<file path="config.mk">
export PLATFORM = sky130hd
export DESIGN_NAME = wb_backend_top
export DESIGN_NICKNAME = d
export VERILOG_FILES = /design/src/hdl/la_backend_pkg.sv /design/src/hdl/wb_backend_top.sv /design/src/hdl/wb_stage.sv /design/src/hdl/csr_file.sv /design/src/hdl/reg_file.sv
export SDC_FILE = /design/constraint.sdc
export NUM_CORES = 2
export LEC_CHECK = 0
export BUFFER_PORTS_ARGS = -buffer_cell sky130_fd_sc_hd__clkbuf_2
export CAP_MARGIN = 25
export CORE_MARGIN = 5
export CORE_UTILIZATION = 27
export CTS_CLUSTER_SIZE = 10
export DETAILED_ROUTE_END_ITERATION = 8
export SLEW_MARGIN = 20
export SYNTH_ARGS = -nofsm -noshare
export SYNTH_HDL_FRONTEND = slang
export SYNTH_HIERARCHICAL = 1
export SYNTH_SLANG_ARGS = --single-unit
</file>
<file path="constraint.sdc">
create_clock -name clk -period 4.2 [get_ports clk]
set_input_delay 1.05 -clock clk [delete_from_list [all_inputs] [get_ports clk]]
set_output_delay 1.05 -clock clk [all_outputs]
set_load 0.01 [all_outputs]
</file>
<file path="src/hdl/la_backend_pkg.sv">
package la_backend_pkg;

    // datapath and register file geometry
    localparam int xlen      = 32;
    localparam int rf_addr_w = 5;
    localparam int rf_depth  = 1 << rf_addr_w;

    localparam int esubcode_w = 9;

    // plv[1:0] and ie[2] sit in the low bits of both crmd and prmd
    localparam int pmode_w = 3;

    // estat exception fields
    localparam int estat_ecode_lsb = 16; // ecode is [21:16]
    localparam int estat_esub_lsb  = 22; // esubcode is [30:22]

    // csr reset values
    localparam logic [xlen-1:0] crmd_rst   = 32'h0000_0008; // plv 0, da set
    localparam logic [xlen-1:0] eentry_rst = 32'h1c00_8000;
    localparam logic [xlen-1:0] tid_rst    = 32'h0000_00a5;

    // implemented csr numbers
    typedef enum logic [13:0] {
        csr_crmd   = 14'h000,
        csr_prmd   = 14'h001,
        csr_estat  = 14'h005,
        csr_era    = 14'h006,
        csr_eentry = 14'h00c,
        csr_save0  = 14'h030,
        csr_save1  = 14'h031,
        csr_save2  = 14'h032,
        csr_save3  = 14'h033,
        csr_tid    = 14'h040
    } csr_num_e;

    typedef enum logic [5:0] {
        ecode_adef = 6'h08, // fetch address error
        ecode_ale  = 6'h09, // misaligned load/store
        ecode_sys  = 6'h0b, // syscall
        ecode_brk  = 6'h0c, // break
        ecode_ine  = 6'h0d  // undefined instruction
    } ecode_e;

    // one-hot exception tags carried down the pipe
    typedef struct packed {
        logic adef;
        logic sys;
        logic ale;
        logic brk;
        logic ine;
    } excp_t;

    // one retired instruction from the memory stage
    typedef struct packed {
        logic                  rf_we;
        logic [rf_addr_w-1:0]  rf_waddr;
        logic [xlen-1:0]       rf_wdata;
        logic [xlen-1:0]       pc;
        logic                  read_tid;   // rdcntid
        logic                  csr_re;
        logic                  csr_we;
        csr_num_e              csr_num;
        logic [xlen-1:0]       csr_wmask;
        logic [xlen-1:0]       csr_wvalue;
        logic                  ertn;
        excp_t                 excp;
        logic [esubcode_w-1:0] esubcode;
    } mem_to_wb_t;

    typedef struct packed {
        logic                 we;
        logic [rf_addr_w-1:0] waddr;
        logic [xlen-1:0]      wdata;
    } rf_wr_t;

    typedef struct packed {
        logic            re;
        logic            we;
        csr_num_e        num;
        logic [xlen-1:0] wmask;
        logic [xlen-1:0] wvalue;
    } csr_req_t;

    typedef struct packed {
        logic                  ex;
        ecode_e                ecode;
        logic [esubcode_w-1:0] esubcode;
        logic [xlen-1:0]       pc;
        logic                  ertn;
    } trap_t;

    // debug trace, one entry per retired instruction
    typedef struct packed {
        logic [xlen-1:0]      pc;
        logic [3:0]           rf_we;
        logic [rf_addr_w-1:0] rf_wnum;
        logic [xlen-1:0]      rf_wdata;
    } trace_t;

endpackage
</file>
<file path="src/hdl/wb_backend_top.sv">
`timescale 1ns/1ps

module wb_backend_top
    import la_backend_pkg::*;
(
    input  logic                 clk,
    input  logic                 resetn,

    // memory stage handshake
    input  logic                 mem_to_wb_valid,
    input  mem_to_wb_t           mem_to_wb_bus,
    output logic                 wb_allowin,

    // register file read access
    input  logic [rf_addr_w-1:0] raddr1,
    input  logic [rf_addr_w-1:0] raddr2,
    output logic [xlen-1:0]      rdata1,
    output logic [xlen-1:0]      rdata2,

    output trace_t               trace,

    // fetch redirect
    output logic                 flush_valid,
    output logic [xlen-1:0]      flush_pc
);

    rf_wr_t          rf_wr;
    csr_req_t        csr_req;
    trap_t           trap;
    logic [xlen-1:0] csr_rvalue;
    logic [xlen-1:0] tid_rvalue;

    wb_stage u_wb_stage (
        .clk             (clk),
        .resetn          (resetn),
        .mem_to_wb_valid (mem_to_wb_valid),
        .mem_to_wb_bus   (mem_to_wb_bus),
        .wb_allowin      (wb_allowin),
        .csr_rvalue      (csr_rvalue),
        .tid_rvalue      (tid_rvalue),
        .rf_wr           (rf_wr),
        .csr_req         (csr_req),
        .trap            (trap),
        .trace           (trace)
    );

    csr_file u_csr_file (
        .clk         (clk),
        .resetn      (resetn),
        .csr_req     (csr_req),
        .trap        (trap),
        .csr_rvalue  (csr_rvalue),
        .tid_rvalue  (tid_rvalue),
        .flush_valid (flush_valid),
        .flush_pc    (flush_pc)
    );

    reg_file u_reg_file (
        .clk    (clk),
        .raddr1 (raddr1),
        .raddr2 (raddr2),
        .rdata1 (rdata1),
        .rdata2 (rdata2),
        .rf_wr  (rf_wr)
    );

endmodule

</file>
<file path="src/hdl/wb_stage.sv">
`timescale 1ns/1ps

module wb_stage
    import la_backend_pkg::*;
(
    input  logic            clk,
    input  logic            resetn,

    // from memory stage
    input  logic            mem_to_wb_valid,
    input  mem_to_wb_t      mem_to_wb_bus,
    output logic            wb_allowin,

    // combinational answers from the csr file
    input  logic [xlen-1:0] csr_rvalue,
    input  logic [xlen-1:0] tid_rvalue,

    output rf_wr_t          rf_wr,
    output csr_req_t        csr_req,
    output trap_t           trap,
    output trace_t          trace
);

    logic            wb_valid;
    mem_to_wb_t      wb_q;        // stage register payload
    logic            wb_excp_any;
    logic            wb_flush;
    logic [xlen-1:0] final_wdata;
    ecode_e          ecode;

    // write-back never stalls
    assign wb_allowin = 1'b1;

    assign wb_excp_any = |wb_q.excp;
    assign wb_flush    = wb_valid & (wb_excp_any | wb_q.ertn);

    always_ff @(posedge clk) begin
        if (!resetn) begin
            wb_valid <= 1'b0;
        end else if (wb_flush) begin
            wb_valid <= 1'b0; // item offered now is dropped
        end else if (wb_allowin) begin
            wb_valid <= mem_to_wb_valid;
        end
    end

    always_ff @(posedge clk) begin
        if (mem_to_wb_valid && wb_allowin && !wb_flush) begin
            wb_q <= mem_to_wb_bus;
        end
    end

    // csr read beats tid read beats alu result
    always_comb begin
        if (wb_q.csr_re) begin
            final_wdata = csr_rvalue;
        end else if (wb_q.read_tid) begin
            final_wdata = tid_rvalue;
        end else begin
            final_wdata = wb_q.rf_wdata;
        end
    end

    // priority encode the one-hot tags
    always_comb begin
        if (wb_q.excp.adef) begin
            ecode = ecode_adef;
        end else if (wb_q.excp.sys) begin
            ecode = ecode_sys;
        end else if (wb_q.excp.brk) begin
            ecode = ecode_brk;
        end else if (wb_q.excp.ine) begin
            ecode = ecode_ine;
        end else begin
            ecode = ecode_ale; // last in line, also the idle value
        end
    end

    // register write, dropped for a trapping instruction
    assign rf_wr.we    = wb_valid & wb_q.rf_we & ~wb_excp_any;
    assign rf_wr.waddr = wb_q.rf_waddr;
    assign rf_wr.wdata = final_wdata;

    assign csr_req.re     = wb_valid & wb_q.csr_re;
    assign csr_req.we     = wb_valid & wb_q.csr_we & ~wb_excp_any;
    assign csr_req.num    = wb_q.csr_num;
    assign csr_req.wmask  = wb_q.csr_wmask;
    assign csr_req.wvalue = wb_q.csr_wvalue;

    assign trap.ex       = wb_valid & wb_excp_any;
    assign trap.ecode    = ecode;
    assign trap.esubcode = wb_q.esubcode;
    assign trap.pc       = wb_q.pc;
    assign trap.ertn     = wb_valid & wb_q.ertn & ~wb_excp_any;

    // trace mirrors the committed register write
    assign trace.pc       = wb_q.pc;
    assign trace.rf_we    = {4{rf_wr.we}};
    assign trace.rf_wnum  = wb_q.rf_waddr;
    assign trace.rf_wdata = final_wdata;

endmodule

</file>
<file path="src/hdl/csr_file.sv">
`timescale 1ns/1ps

module csr_file
    import la_backend_pkg::*;
(
    input  logic            clk,
    input  logic            resetn,

    input  csr_req_t        csr_req,
    input  trap_t           trap,

    output logic [xlen-1:0] csr_rvalue,
    output logic [xlen-1:0] tid_rvalue,

    // fetch redirect
    output logic            flush_valid,
    output logic [xlen-1:0] flush_pc
);

    logic [xlen-1:0] crmd;
    logic [xlen-1:0] prmd;
    logic [xlen-1:0] estat;
    logic [xlen-1:0] era;
    logic [xlen-1:0] eentry;
    logic [xlen-1:0] save [4];
    logic [xlen-1:0] tid;

    logic [xlen-1:0] rd_mux;
    logic [xlen-1:0] wr_merge;

    function automatic logic [xlen-1:0] masked_wr(
        input logic [xlen-1:0] old_val,
        input logic [xlen-1:0] wvalue,
        input logic [xlen-1:0] wmask
    );
        return (old_val & ~wmask) | (wvalue & wmask);
    endfunction

    // merged value for the selected csr
    assign wr_merge = masked_wr(rd_mux, csr_req.wvalue, csr_req.wmask);

    always_ff @(posedge clk) begin
        if (!resetn) begin
            crmd   <= crmd_rst;
            prmd   <= '0;
            estat  <= '0;
            era    <= '0;
            eentry <= eentry_rst;
            for (int i = 0; i < 4; i++) begin
                save[i] <= '0;
            end
            tid    <= tid_rst;
        end else if (trap.ex) begin
            // precise trap entry
            prmd[pmode_w-1:0] <= crmd[pmode_w-1:0];  // pplv, pie
            crmd[pmode_w-1:0] <= '0;                 // kernel mode, irq off
            era               <= trap.pc;
            estat[estat_ecode_lsb +: $bits(ecode_e)] <= trap.ecode;
            estat[estat_esub_lsb +: esubcode_w]      <= trap.esubcode;
        end else if (trap.ertn) begin
            crmd[pmode_w-1:0] <= prmd[pmode_w-1:0];
        end else if (csr_req.we) begin
            case (csr_req.num)
                csr_crmd:   crmd    <= wr_merge;
                csr_prmd:   prmd    <= wr_merge;
                csr_estat:  estat   <= wr_merge;
                csr_era:    era     <= wr_merge;
                csr_eentry: eentry  <= wr_merge;
                csr_save0:  save[0] <= wr_merge;
                csr_save1:  save[1] <= wr_merge;
                csr_save2:  save[2] <= wr_merge;
                csr_save3:  save[3] <= wr_merge;
                csr_tid:    tid     <= wr_merge;
                default: ;  // unimplemented, write ignored
            endcase
        end
    end

    // read decode
    always_comb begin
        case (csr_req.num)
            csr_crmd:   rd_mux = crmd;
            csr_prmd:   rd_mux = prmd;
            csr_estat:  rd_mux = estat;
            csr_era:    rd_mux = era;
            csr_eentry: rd_mux = eentry;
            csr_save0:  rd_mux = save[0];
            csr_save1:  rd_mux = save[1];
            csr_save2:  rd_mux = save[2];
            csr_save3:  rd_mux = save[3];
            csr_tid:    rd_mux = tid;
            default:    rd_mux = '0;
        endcase
    end

    assign csr_rvalue = csr_req.re ? rd_mux : '0;
    assign tid_rvalue = tid;

    // redirect during the wb cycle of the event
    assign flush_valid = trap.ex | trap.ertn;
    assign flush_pc    = trap.ex ? eentry : era;

endmodule

</file>
<file path="src/hdl/reg_file.sv">
`timescale 1ns/1ps

module reg_file
    import la_backend_pkg::*;
(
    input  logic                 clk,

    // read ports, asynchronous
    input  logic [rf_addr_w-1:0] raddr1,
    input  logic [rf_addr_w-1:0] raddr2,
    output logic [xlen-1:0]      rdata1,
    output logic [xlen-1:0]      rdata2,

    // write port from write-back
    input  rf_wr_t               rf_wr
);

    logic [xlen-1:0] regs [rf_depth];

    always_ff @(posedge clk) begin
        if (rf_wr.we && (rf_wr.waddr != '0)) begin
            regs[rf_wr.waddr] <= rf_wr.wdata; // r0 never written
        end
    end

    // r0 reads as zero regardless of array contents
    assign rdata1 = (raddr1 == '0) ? '0 : regs[raddr1];
    assign rdata2 = (raddr2 == '0) ? '0 : regs[raddr2];

endmodule

</file>
### Yosys cells after proc, flatten, opt, wreduce, memory -nomap -nowiden

Memory sizes are Yosys's and may differ from the RTL's.
Cells that the tools add are included.

| word-level totals | value |
|---|---|
| RAM bits | 1152 |
| memories kept | 2 |
| register bits after elaboration | 359 |
| logic and storage cells | 144 |
| output and inout port bits | 171 |
| input bits | 179 |

Memory list:

| name | words | bits a word | read ports | clocked after Yosys merged registers in | wr ports | line | RTL |
|---|---|---|---|---|---|---|---|
| u_reg_file.regs | 32 | 32 | 2 | 0 | 1 | reg_file.sv:18 | `logic [xlen-1:0] regs [rf_depth];` |
| u_csr_file.save | 4 | 32 | 4 | 0 | 4 | csr_file.sv:25 | `logic [xlen-1:0] save [4];` |

| cells by class | value |
|---|---|
| muxes and demuxes | 57 |
| reductions and logical operators | 25 |
| equality and inequality tests | 10 |
| bitwise logic cells | 23 |

Operator list:

| operator | count |
|---|---|
| $mux W32 | 14 |
| $pmux W32 S10 | 1 |
| $mux W31 | 3 |
| $and A32 B32 Y32 | 2 |
| $eq A14 B6 Y1 const B | 4 |
| $not A32 Y32 | 1 |
| $or A32 B32 Y32 | 1 |
| $eq A14 B3 Y1 const B | 2 |
| $mux W1 | 27 |
| $mux W3 | 8 |
| $reduce_and A4 Y1 | 5 |
| $mux W6 | 3 |
| $mux W15 | 1 |
| $eq A14 B1 Y1 const B | 1 |
| $eq A14 B4 Y1 const B | 1 |
| $eq A14 B7 Y1 const B | 1 |
| $logic_not A14 Y1 | 1 |
| $reduce_bool A2 Y1 | 6 |
| $logic_not A5 Y1 | 2 |
| $and A1 B1 Y1 | 9 |
| $reduce_and A3 Y1 | 3 |
| $or A1 B1 Y1 | 6 |
| $reduce_bool A5 Y1 | 1 |
| $reduce_or A5 Y1 | 1 |
| other kinds (6) | 11 |

### Longest topological paths before layout

| depth | value |
|---|---|
| depth after elaboration | 9 |
| gate-level depth with buffers | 14 |
| gate-level depth less buffers | 9 |

### Cells and area by module

Netlist, hierarchy kept.

By module, submodules not included:

| module | area each (um^2) | instances | sequential area each (um^2) | cells each |
|---|---|---|---|---|
| reg_file | 47929.7 | 1 | 30749.5 | 2564 |
| csr_file | 16189.3 | 1 | 7687.4 | 1775 |
| wb_stage | 7262.0 | 1 | 5004.8 | 492 |

### Least setup slack after synthesis

OpenSTA, ideal clock, no wires.

| timing | value |
|---|---|
| path kind | register to register |
| from | register u_wb_stage/wb_q[13] (netlist name) |
| to | memory u_csr_file.save[0][0] (enable) |
| clock period less this slack | 4375 ps |
| setup time | 470 ps |
| cell stages (with the launch flop) | 7 |
| data required time | 3730 ps |
| setup slack | -175 ps |
| arrival | 3905 ps |
| path buffers | 0 |
| cell sequence | edfxtp_1 -> or4_4 -> nor2_1 -> nor2b_1 -> nor2_1 -> nand2_1 -> o31ai_1 |

RTL lines:

| item | line | RTL |
|---|---|---|
| from (decl) | wb_stage.sv:25 | `mem_to_wb_t wb_q;` |
| from (signal assigned) | wb_stage.sv:49 | `wb_q <= mem_to_wb_bus;` |
| to (decl) | csr_file.sv:25 |  |

==> metrics.yaml <==
outcome: "finished, violations left"
violations: "negative setup slack"
synth_top_cell_area_share_pct: 55.45
power_density_nw_per_um2: 385.7
critPathTopFamily: "buffers and inverters"
clk_latency_ns: 0.87
p_total_mw: 33.93
grt_pass1_vias: 49150
place_hpwl_um: 183000
path_class: "register to primary output"
fin_ws_ns: -0.3511
startpoint_type: "register"
start_util_pct: 27.17
cts_root_buf: "clkbuf_16"
syn_area_um2: 71380
max_stage_delay_ns: 0.48
cp_cell_sequence: "buf_6 > nor4_4 > buf_4 > nand2_1 > o22a_1 > a31oi_2 > inv_1 > a21oi_1 > buf_4 > nand2_1 > o21ai_2 > clkbuf_8"
max_freq_ghz: 0.2197
drv_slew: 0
synth_cells: 4831
num_vias: 50340
cts-buffers-inserted: 176
first_pass_iters: 8
clk_pin_slew_worst_paths_ns: 0.06
rsz0062_at_grt: "yes"
postCtsHoldBufs: 0
worstMarginPinSlew_ns: 1.048
critical-path-slowest-cell: "edfxtp_1"
fp.dieH_um: 524.2
synth-edff-count: 1318
fin_setup_tns_ns: -8.581
cts_max_path_buffers: 3
synth_seq_area_share_pct: 60.86
setup_viol: 32
slew_headroom_pct: 30.11
drtIter0Drc: 6574
grtUsageTotal_pct: 19.35
hold_viol: 0
final_common_cell: "edfxtp_1"
period_minus_slack_ns: 4.551
tritoncts: "yes"
fillers: 25270
drv_cap: 0
port-buffer-count: 348
multi_input_area_um2: 26160
ios: 350
crit_cells: 12
seqCellArea_um2: 43440
ys.flop_type: "edfxtp_1"
drive_above_1_share_pct: 34.23
yosys.cell_types.count: 95
cp.required_ns: 3.15
route.detailed.wl_per_inst_um: 30.54
place_congestion: 0.9467
clock_sinks: 1511
p_leak_nw: 29.96
cp.arrival_ns: 3.50
grt_max_degree: 74
hold_depth: 1
ys_ff_latch: 1511
area_growth_pct: 23.23
cts-htree-levels: 4
final_antenna_net_count: 0
vias_per_cell: 5.560
dieArea_um2: 274800
grt-ovfl-total: 0
drc: 0
grt_pass1_wl_um: 382000
worstHoldPathType: "input port to register"
synth_top_area_cell: "edfxtp_1"
coreArea_um2: 262700
ir_worst_vdd_uv: 397.6
fin_nets: 5623
die_x_um: 524.2
clock_skew_ns: 0.1102
rows: 188
netlist_top_cells_area: "edfxtp_1 55%, mux4_2 9.4%, mux2i_1 5.7%"
yosys_warnings: 6
cp_num_buf_inv: 5
fin_util_pct: 33.48
reg2reg_depth: 8
antenna_found_initial: 18
crit_fanout: 8
layout_common_cells: "1318 x edfxtp_1, 469 x buf_4, 405 x mux2i_1"
final.period_utilization_pct: 108.4
wl_um: 276500
async_flop_share_pct: 0
syn_avg_cell_area_um2: 14.78
worstSetupEndpointType: "primary output"
[sequential cells by signal, summed over array words and instances (netlist names)]
| register | count |
|---|---|
| u_reg_file/regs | 1024 |
| u_csr_file/save | 128 |
| u_wb_stage/csr_req | 78 |
| u_wb_stage/wb_q | 42 |
| u_csr_file/crmd | 32 |
| u_csr_file/eentry | 32 |
| u_csr_file/era | 32 |
| u_csr_file/estat | 32 |
| u_csr_file/prmd | 32 |
| u_csr_file/tid_rvalue | 32 |
| u_wb_stage/trace | 32 |
| u_wb_stage/trap | 9 |
| u_wb_stage/rf_wr | 5 |
| u_wb_stage/wb_valid | 1 |
[synthesized netlist by cell type (all sizes together) (65+ instances only)]
cell type and n:
o21ai 216, a22oi 102, nand2 303, a211oi 79, a21oi 174, dfxtp 193
edfxtp 1318, buf 371, nand3 102, o221ai 65, mux4 352, mux2 130
clkbuf 209, mux2i 405, nor2 224
[report_power, final]
part | total, mW | internal (mW) | switching [mW] | leakage (nW)
Clock | 14.1 | 7.80 | 6.27 | 2.46
Sequential | 16.6 | 16.5 | 0.141 | 13.7
Combinational | 3.23 | 1.33 | 1.90 | 13.8
Total | 33.9 | 25.6 | 8.31 | 30.0
[metrics by stage]
| step | instances | hold WS (ns) | cell area (um^2) | setup WS [ns] |
|---|---|---|---|---|
| after floorplan | 4864 | 0.4266 | 71510 | 0.01977 |
| after global placement | 8650 | 0.4338 | 80100 | -0.4340 |
| after detailed placement | 8653 | 0.4399 | 80140 | -0.3252 |
| after CTS | 8986 | 0.3131 | 86840 | -0.4378 |
| after global routing | 9051 | 0.3260 | 87950 | -0.4469 |
| final | 9054 | 0.3783 | 87960 | -0.3511 |
[routing by layer]
layer	track usage [%]	up-vias	part of all wire, %
met3	4.772	702	10
met2	31.91	3458	48
li1	-	20330	-
met5	0	-	0.020
met4	7.848	8	4.6
met1	24.39	25840	37
[worst paths after layout]
kind	from	to	slack, ns
setup / recovery	u_wb_stage/csr_req[66]	trace[16]	-0.35
hold / removal	mem_to_wb_bus[34]	u_wb_stage/csr_req[19]	0.38
setup reg to reg	u_wb_stage/wb_q[13]	u_csr_file/save[0][31]	0.52
hold reg to reg	u_csr_file/prmd[20]	u_csr_file/prmd[20]	0.45
[what timing repair did]
action	4_1_cts	5_1_grt
pin swaps	39	51
hold endpoints to repair	0	0
gates cloned	7	4
gates resized for setup	191	131
endpoints found under the setup margin	49	46
setup buffers	56	63
[logic make-up after synthesis]
kind of cell,synth area share [%]
AO/OA/AOI/OAI,9.025
buffers and inverters,4.787
flip-flops,60.86
multiplexers,19.12
other,0.01577
AND/OR/NAND/NOR,6.193
[layout make-up]
type | instances | area share, %
clock buffers | 242 | 5.336
flip-flops and latches | 1511 | 49.39
repair buffers | 981 | 9.916
inverters | 22 | 0.09530
multi-input cells | 2752 | 29.74
diodes | 3 | 0.008535
clock inverters | 28 | 0.5192
well taps | 3515 | 5.000
Power figures use the tool's default switching activity.
